===== config.mk =====
export PLATFORM = sky130hd
export DESIGN_NAME = memControl
export DESIGN_NICKNAME = d
export VERILOG_FILES = /design/src/design/mclPkg.sv /design/src/design/memCycleDecode.sv /design/src/design/vmaContext.sv /design/src/design/memRequestCombine.sv /design/src/design/memControl.sv
export VERILOG_INCLUDE_DIRS = /design/src /design/src/include
export SDC_FILE = /design/constraint.sdc
export NUM_CORES = 1
export LEC_CHECK = 0
export ABC_AREA = 1
export ABC_CLOCK_PERIOD_IN_PS = 1350
export BUFFER_PORTS_ARGS = -buffer_cell sky130_fd_sc_hd__buf_2
export CORE_MARGIN = 1
export CORE_UTILIZATION = 35
export CTS_BUF_LIST = sky130_fd_sc_hd__clkbuf_2 sky130_fd_sc_hd__clkbuf_4 sky130_fd_sc_hd__clkbuf_8
export CTS_CLUSTER_DIAMETER = 60
export DETAILED_ROUTE_END_ITERATION = 8
export HOLD_SLACK_MARGIN = 0.12
export PLACE_DENSITY = 0.62
export SLEW_MARGIN = 20
export SYNTH_ARGS = -nofsm -noshare
export SYNTH_HDL_FRONTEND = slang
export SYNTH_SLANG_ARGS = --single-unit

===== constraint.sdc =====
create_clock -name clk -period 1.35 [get_ports clk]
set_input_delay 0.2025 -clock clk [delete_from_list [all_inputs] [get_ports clk]]
set_output_delay 0.2025 -clock clk [all_outputs]
set_load 0.1 [all_outputs]

===== src/include/mcl_defs.svh =====
`ifndef MCL_DEFS_SVH
`define MCL_DEFS_SVH

// Memory function select field of the microword
`define MCL_MEMSEL_W 3

// Instruction address-read mode from the dispatch RAM
`define MCL_DRAMA_W 3

// Address section number
`define MCL_SECT_W 6

// Held status word / PC flags
`define MCL_HELD_W 12

// Highest legal section in extended addressing
`define MCL_SECT_LIMIT 6'o37

`endif


===== src/design/mclPkg.sv =====
`include "mcl_defs.svh"

package mclPkg;

  typedef logic [`MCL_DRAMA_W-1:0] dramAT;
  typedef logic [`MCL_SECT_W-1:0]  sectionT;
  typedef logic [`MCL_HELD_W-1:0]  heldWordT;

  // Encoding follows the microcode memory field
  typedef enum logic [`MCL_MEMSEL_W-1:0] {
    memNop      = 3'd0,
    memLoadAr   = 3'd1,
    memLoadArx  = 3'd2,
    memRwCycle  = 3'd3,
    memRpwCycle = 3'd4,
    memWrite    = 3'd5,
    memFetch    = 3'd6,
    memAread    = 3'd7
  } memFuncT;

  typedef struct packed {
    logic valid;
    logic loadAr;
    logic loadArx;
    logic pause;
    logic write;
    logic fetch;
    logic read;
  } cycleFlagsT;

  typedef struct packed {
    logic user;
    logic public;
    logic previous;
    logic extended;
    logic adrErr;
  } vmaCtxT;

  // Address break comparator results and enables
  typedef struct packed {
    logic match;
    logic onFetch;
    logic onRead;
    logic onWrite;
    logic user;
  } brkCmpT;

endpackage


===== src/design/memCycleDecode.sv =====
`timescale 1ns/1ps

module memCycleDecode (
  input  logic               clk,
  input  logic               rstN,
  input  logic               memReq,
  input  mclPkg::memFuncT    memSel,
  input  mclPkg::dramAT      dramA,
  output mclPkg::cycleFlagsT cycleFlags
);

  import mclPkg::*;

  logic       areadLoadAr;
  logic       areadPause;
  logic       areadWrite;
  cycleFlagsT flagsNext;

  // Address-read sub-modes from the instruction dispatch
  always_comb begin
    areadLoadAr = dramA[2];
    areadPause  = (dramA == 3'b111);
    areadWrite  = (dramA == 3'b011) ||
                  (dramA == 3'b110) ||
                  (dramA == 3'b111);
  end

  always_comb begin
    flagsNext       = '0;
    flagsNext.valid = 1'b1;

    unique case (memSel)
      memNop: begin
        // Valid cycle with no memory action
      end
      memLoadAr: begin
        flagsNext.loadAr = 1'b1;
      end
      memLoadArx: begin
        flagsNext.loadArx = 1'b1;
      end
      memRwCycle: begin
        flagsNext.loadAr = 1'b1;
        flagsNext.write  = 1'b1;
      end
      memRpwCycle: begin
        flagsNext.loadAr = 1'b1;
        flagsNext.pause  = 1'b1;
        flagsNext.write  = 1'b1;
      end
      memWrite: begin
        flagsNext.write = 1'b1;
      end
      memFetch: begin
        flagsNext.loadArx = 1'b1;
        flagsNext.fetch   = 1'b1;
      end
      memAread: begin
        flagsNext.loadAr = areadLoadAr;
        flagsNext.pause  = areadPause;
        flagsNext.write  = areadWrite;
      end
      default: begin
        flagsNext = '0;
      end
    endcase

    // Any operand load implies a read
    flagsNext.read = flagsNext.loadAr | flagsNext.loadArx;
  end

  // Flags hold until the next request
  always_ff @(posedge clk or negedge rstN) begin
    if (!rstN) begin
      cycleFlags <= '0;
    end else if (memReq) begin
      cycleFlags <= flagsNext;
    end
  end

endmodule


===== src/design/vmaContext.sv =====
`timescale 1ns/1ps
`include "mcl_defs.svh"

module vmaContext (
  input  logic            clk,
  input  logic            rstN,
  input  logic            loadVma,
  input  logic            prevEn,
  input  logic            procUser,
  input  logic            procPublic,
  input  logic            prevUser,
  input  logic            prevPublic,
  input  logic            longEn,
  input  logic            section0,
  input  mclPkg::sectionT section,
  output mclPkg::vmaCtxT  vmaCtx
);

  import mclPkg::*;

  logic   userSel;
  logic   publicSel;
  logic   extEn;
  logic   sectOver;
  vmaCtxT ctxNext;

  // Previous context replaces the current one for PXCT-style references
  always_comb begin
    if (prevEn) begin
      userSel   = prevUser;
      publicSel = prevPublic;
    end else begin
      userSel   = procUser;
      publicSel = procPublic;
    end
  end

  // Long address only outside section zero
  always_comb begin
    extEn    = longEn & ~section0;
    sectOver = (section > `MCL_SECT_LIMIT);
  end

  always_comb begin
    ctxNext.user     = userSel;
    ctxNext.public   = publicSel;
    ctxNext.previous = prevEn;
    ctxNext.extended = extEn;
    ctxNext.adrErr   = extEn & sectOver;
  end

  // Whole context latched together
  always_ff @(posedge clk or negedge rstN) begin
    if (!rstN) begin
      vmaCtx <= '0;
    end else if (loadVma) begin
      vmaCtx <= ctxNext;
    end
  end

endmodule


===== src/design/memRequestCombine.sv =====
`timescale 1ns/1ps

module memRequestCombine (
  input  logic               clk,
  input  logic               rstN,
  input  logic               memReq,
  input  logic               loadHeld,
  input  logic               selVma,
  input  mclPkg::cycleFlagsT cycleFlags,
  input  mclPkg::vmaCtxT     vmaCtx,
  input  mclPkg::brkCmpT     brkCmp,
  input  mclPkg::heldWordT   pcFlags,
  output logic               mboxReq,
  output logic               pageAdrCond,
  output mclPkg::heldWordT   heldOrPc
);

  import mclPkg::*;

  logic     reqQ;
  logic     brkKind;
  logic     brkUserOk;
  heldWordT heldNext;
  heldWordT heldWord;

  // Request lines up with the freshly decoded flags
  always_ff @(posedge clk or negedge rstN) begin
    if (!rstN) begin
      reqQ <= 1'b0;
    end else begin
      reqQ <= memReq;
    end
  end

  // No MBOX cycle to an illegal section
  assign mboxReq = reqQ & ~vmaCtx.adrErr;

  // Address break
  always_comb begin
    brkKind = (cycleFlags.fetch & brkCmp.onFetch) |
              (cycleFlags.write & brkCmp.onWrite) |
              (cycleFlags.read & ~cycleFlags.fetch & brkCmp.onRead);
    brkUserOk = (vmaCtx.user == brkCmp.user);
    pageAdrCond = brkCmp.match & brkKind & brkUserOk;
  end

  // Bit order as seen by the microcode condition select
  always_comb begin
    heldNext = {cycleFlags.loadAr,
                cycleFlags.loadArx,
                cycleFlags.pause,
                cycleFlags.write,
                vmaCtx.user,
                vmaCtx.public,
                vmaCtx.previous,
                vmaCtx.extended,
                cycleFlags.fetch,
                cycleFlags.read,
                vmaCtx.adrErr,
                cycleFlags.valid};
  end

  always_ff @(posedge clk or negedge rstN) begin
    if (!rstN) begin
      heldWord <= '0;
    end else if (loadHeld) begin
      heldWord <= heldNext;
    end
  end

  assign heldOrPc = selVma ? heldWord : pcFlags;

endmodule


===== src/design/memControl.sv =====
`timescale 1ns/1ps

module memControl (
  input  logic               clk,
  input  logic               rstN,
  input  logic               memReq,
  input  mclPkg::memFuncT    memSel,
  input  mclPkg::dramAT      dramA,
  input  logic               loadVma,
  input  logic               prevEn,
  input  logic               procUser,
  input  logic               procPublic,
  input  logic               prevUser,
  input  logic               prevPublic,
  input  logic               longEn,
  input  logic               section0,
  input  mclPkg::sectionT    section,
  input  logic               loadHeld,
  input  logic               selVma,
  input  mclPkg::brkCmpT     brkCmp,
  input  mclPkg::heldWordT   pcFlags,
  output logic               mboxReq,
  output logic               pageAdrCond,
  output mclPkg::heldWordT   heldOrPc,
  output mclPkg::cycleFlagsT cycleFlags,
  output mclPkg::vmaCtxT     vmaCtx
);

  memCycleDecode i_memCycleDecode (
    .clk        (clk),
    .rstN       (rstN),
    .memReq     (memReq),
    .memSel     (memSel),
    .dramA      (dramA),
    .cycleFlags (cycleFlags)
  );

  vmaContext i_vmaContext (
    .clk        (clk),
    .rstN       (rstN),
    .loadVma    (loadVma),
    .prevEn     (prevEn),
    .procUser   (procUser),
    .procPublic (procPublic),
    .prevUser   (prevUser),
    .prevPublic (prevPublic),
    .longEn     (longEn),
    .section0   (section0),
    .section    (section),
    .vmaCtx     (vmaCtx)
  );

  memRequestCombine i_memRequestCombine (
    .clk         (clk),
    .rstN        (rstN),
    .memReq      (memReq),
    .loadHeld    (loadHeld),
    .selVma      (selVma),
    .cycleFlags  (cycleFlags),
    .vmaCtx      (vmaCtx),
    .brkCmp      (brkCmp),
    .pcFlags     (pcFlags),
    .mboxReq     (mboxReq),
    .pageAdrCond (pageAdrCond),
    .heldOrPc    (heldOrPc)
  );

endmodule


; ---- Word level (Yosys, flattened, before mapping)
; Index checks and enable logic that the tools add are counted.
[op_classes]
n_bitwise = 15
n_eq_ne = 11
n_mul = 0
reduce_logical = 5
n_div = 0
mux = 8
shifts = 0
addsub = 0
n_lt_le_gt_ge = 1
[ops]
columns = operator, n
row1 = 3-bit == test (second input constant), 6
row2 = 12-bit 2-to-1 mux, 1
row3 = 1-bit AND, 9
row4 = 3-bit by 2-bit == test with 1-bit output (second input constant), 3
row5 = 6-bit by 5-bit greater-than comparator with 1-bit output (second input constant), 1
row6 = 1-bit case mux with 2 select lines, 3
row7 = 3-bit OR reduction, 2
row8 = 1-bit 2-to-1 mux, 4
row9 = 3-bit by 1-bit == test with 1-bit output (second input constant), 1
row10 = 1-bit NOT, 3
row11 = 1-bit OR, 3
row12 = 1-bit logical OR, 2
row13 = 2-bit OR reduction, 1
row14 = 1-bit == test, 1
[totals]
output_inout_bits = 26
word_cells = 54
ff_bits = 25
latchBits = 0
inputBits = 42
mem_bits_rw = 0
mem_count = 0
mem_bits_ro = 0

; ---- Depth between registers and ports, before layout
[logic_depth]
word_depth = 6
depth_mapped = 6
ltp_nobuf = 6

; ---- Hierarchy
; A second synthesis with hierarchy kept.
[hier_totals]
cells_unflattened = 168
area_unflattened_um2 = 1270.0
[modules_own_cells]
columns = module, area_each_um2, instances, cells_per_inst, seq_area_each_um2
row1 = memRequestCombine, 700.7, 1, 93, 325.3
row2 = memCycleDecode, 339.1, 1, 45, 175.2
row3 = vmaContext, 230.2, 1, 30, 125.1

; ---- Worst setup path before layout
; No wires, ideal clock.
[synth_timing]
kind = register to output
start = reg, netlist name i_memCycleDecode.cycleFlags[0]
end = out pageAdrCond
required_ns = 1.148
setup_slack_ns = -1.339
stages_incl_launch_ff = 5
arrival_ns = 2.486
path_buffers = 0
cell_sequence = dfrtp_1 -> inv_1 -> nor2_1 -> a21oi_1 -> nor2_1
[synth_between]
elab_chain_len = 5
[synth_rtl]
columns = element, line_no
row1 = 1-bit AND (2 in a row), memRequestCombine.sv:42  ; (cycleFlags.read & ~cycleFlags.fetch & brkCmp.onRead);
row2 = 1-bit OR, memRequestCombine.sv:41  ; (cycleFlags.write & brkCmp.onWrite) |
row3 = 1-bit AND (2 in a row), memRequestCombine.sv:44  ; pageAdrCond = brkCmp.match & brkKind & brkUserOk;
row4 = to (decl), memControl.sv:23  ; output logic pageAdrCond,
; No other way between the ends.

; ---- Worst setup path after layout
[layout_timing]
start = reg, netlist name i_memCycleDecode.cycleFlags[1]
end = out pageAdrCond
[layout_between]
elab_chain_len = 6
[layout_rtl]
columns = element, line_no
row1 = 1-bit NOT, memRequestCombine.sv:42
row2 = 1-bit AND (2 in a row), memRequestCombine.sv:42
row3 = 1-bit OR (*), memRequestCombine.sv:41
row4 = 1-bit AND (*) (2 in a row), memRequestCombine.sv:44
; Every way passes the cells marked *; elsewhere a longest branch is shown, timed or not.

==> impl_metrics.yaml <==
run_status:
  status: "finished with violations"
  violations: "setup timing"
route:
  drtIter0Drc: 35
  drt_drc_violations_left: 0
  routed_wl_microns: 3070
  routedWlPerCell_microns: 11.3
  vias: 1234
  ant_nets: 0
  first_pass_iters: 5
  viasPerCell: 4.54
sta:
  skew_ns: 0.00267
  final-hold-violation-count: 0
  worst_slew_pin_slew_ns: 0.532
  rsz0062_at_grt: "true"
  setup_ws_ns: -0.201
  totalNegativeSetupSlack_ns: -0.306
  timing.final.crit_share_pct: 115
  setup_viol: 4
  min_period_ns: 1.55
  max_freq_mhz: 645
  slew_violations: 0
  hold_slack_ns: 0.135
  slew_headroom_pct: 64.5
setup_path:
  crit_arrival_ns: 1.35
  regToRegSetupSlack_ns: 0.25
  r2r_cells: 4
  endpoint_kind: "output port"
  crit_type: "flop to output port"
  startpoint_type: "flop"
  crit_required_ns: 1.15
  critPathMaxFanout: 4
synthesis:
  avgSynthCellArea_sq_um: 7.73
  synth_edf_count: 0
  syn-cell-area_sq_mm: 0.00121
  synth_cells: 156
  ys_types: 21
  synth-seq-cells: 25
  yosys.area.top_type: "dfrtp_1"
  ys_seq_area_share_pct: 51.9
  synth_warnings: 0
  synth_nets: 198
  synth_top_area_share_pct: 51.9
  ys_top_cells_by_area: "dfrtp_1, nand2_1, inv_1"
  synth-async-reset-ratio_pct: 100
  synthFlopType: "dfrtp_1"
die:
  dieWidth_microns: 60.7
  dieArea_sq_mm: 0.00369
  coreArea_sq_mm: 0.00315
  die_h_microns: 60.7
  placementRows: 20
  initial_core_util_pct: 38.3
  io_pins: 68
power_and_ir_drop:
  power.density_mw_per_mm2: 1120
  power_mw: 2.41
  ir_worst_vdd_v: 0.000747
  power_leakage_nw: 1.05
cts:
  clock_path_buffers: 2
  cts-root-buf: "clkbuf_4"
  cts_buffers: 3
  cts_tree: "built"
  cts.sink_count: 25
  path_clk_slew_ns: 0.13
  clk_latency_ns: 0.31
  htree_levels: 1
global_routing:
  grt_pass1_wl_microns: 4860
  first_global_vias: 1195
  grt_usage_pct: 17.8
  grt_start_max_net_pins: 26
  grt_overflow: 0
  antenna_found_initial: 0
finish:
  diodes: 0
  drive_gt1_share_pct: 46.5
  stdcell_count: 272
  final_nets: 271
  fin_util_pct: 67.8
  area_delta_synth_final_pct: 77.3
  final_cell_mix: "buf_2, nand2_1, dfrtp_1, buf_12"
  layout_commonest_cell: "buf_2"
place:
  dp.cells: 260
  place_congestion: 0.739
  io_buffers: 62
  hpwl_microns: 2310
min_path:
  min_path_cells: 3
  hold_path_class: "input port to flop"
run:
  drv_cap: 0
-- flip-flops by register name, indices dropped and copies added, names as in the netlist --
register and count:
i_memRequestCombine.heldWord 12, i_memCycleDecode.cycleFlags 7, i_vmaContext.vmaCtx 5, i_memRequestCombine.reqQ 1
-- report_power, final --
part / internal, mW / switching [mW]
logic: 0.405 / 0.792
registers: 0.826 / 0.0430
clock network: 0.135 / 0.204
-- final timing paths --
| kind | from | to |
|---|---|---|
| hold / removal | prevUser | i_vmaContext.vmaCtx[4] |
| setup / recovery | i_memCycleDecode.cycleFlags[1] | pageAdrCond |
| min in group asynchronous | rstN | i_vmaContext.vmaCtx[4] |
| hold reg to reg | i_memCycleDecode.cycleFlags[6] | i_memCycleDecode.cycleFlags[6] |
| setup reg to reg | i_memCycleDecode.cycleFlags[2] | i_memCycleDecode.cycleFlags[2] |
| max in group asynchronous | rstN | i_memCycleDecode.cycleFlags[2] |
-- per-stage QoR --
stage          setup WS [ns]  instance area (sq um)
2_1_floorplan         -0.213                   1320
3_3_place_gp          0.0781                   1960
3_5_place_dp          0.0709                   1960
4_1_cts               -0.215                   2080
5_1_grt               -0.251                   2140
6_report              -0.201                   2140
-- synth_stat cells (all sizes together), types with 2 or more instances --
master   n
buf      5
dfrtp   25
a21oi   14
o21ai   14
inv     24
a31oi    2
nand2   36
or2      2
nor2    21
nand3    7
-- layer usage --
layer  vias up  routed length, microns  global-route usage (%)
li1        631                       -                       -
met1       557                    1380                    20.8
met2        44                    1520                    33.3
met3         2                     142                   0.853
met4         0                      27                    8.44
met5         -                       0                       0
-- logic make-up (layout without fill, tap and decap cells) --
group	count (synthesis)	count (layout)	share of synthesized area, %
AOI/OAI and AO/OA	32	32	14.1
xor gates and xnor gates	1	1	0.726
buffers and inverters	30	102	10.1
DFF	25	25	51.9
muxes	1	1	0.934
and+or+nand+nor	67	67	22.3
-- worst max-delay path: stages, from the launching register on --
cell	delay (ns)
dfrtp_4	0.52
nand2_2	0.08
nand2_2	0.06
a21oi_2	0.15
nor2_4	0.07
buf_12	0.16
-- cell type report --
class                      instances  area [sq um]
fill                             271          1010
timing repair buffer              73           729
sequential                        25           644
multi-input combinational        101           586
inverter                          25          93.8
tap                               44          55.1
clock buffer                       4          30.0
-- timing repair --
| action | CTS | global route |
|---|---|---|
| hold buffers | 4 | 0 |
| endpoints found under the setup margin | 8 | 12 |
| pin swaps | 0 | 7 |
| resized for setup | 14 | 12 |
| hold endpoints to repair | 28 | 0 |
| buffers inserted | 1 | 3 |
Power figures use the tool's default switching activity.
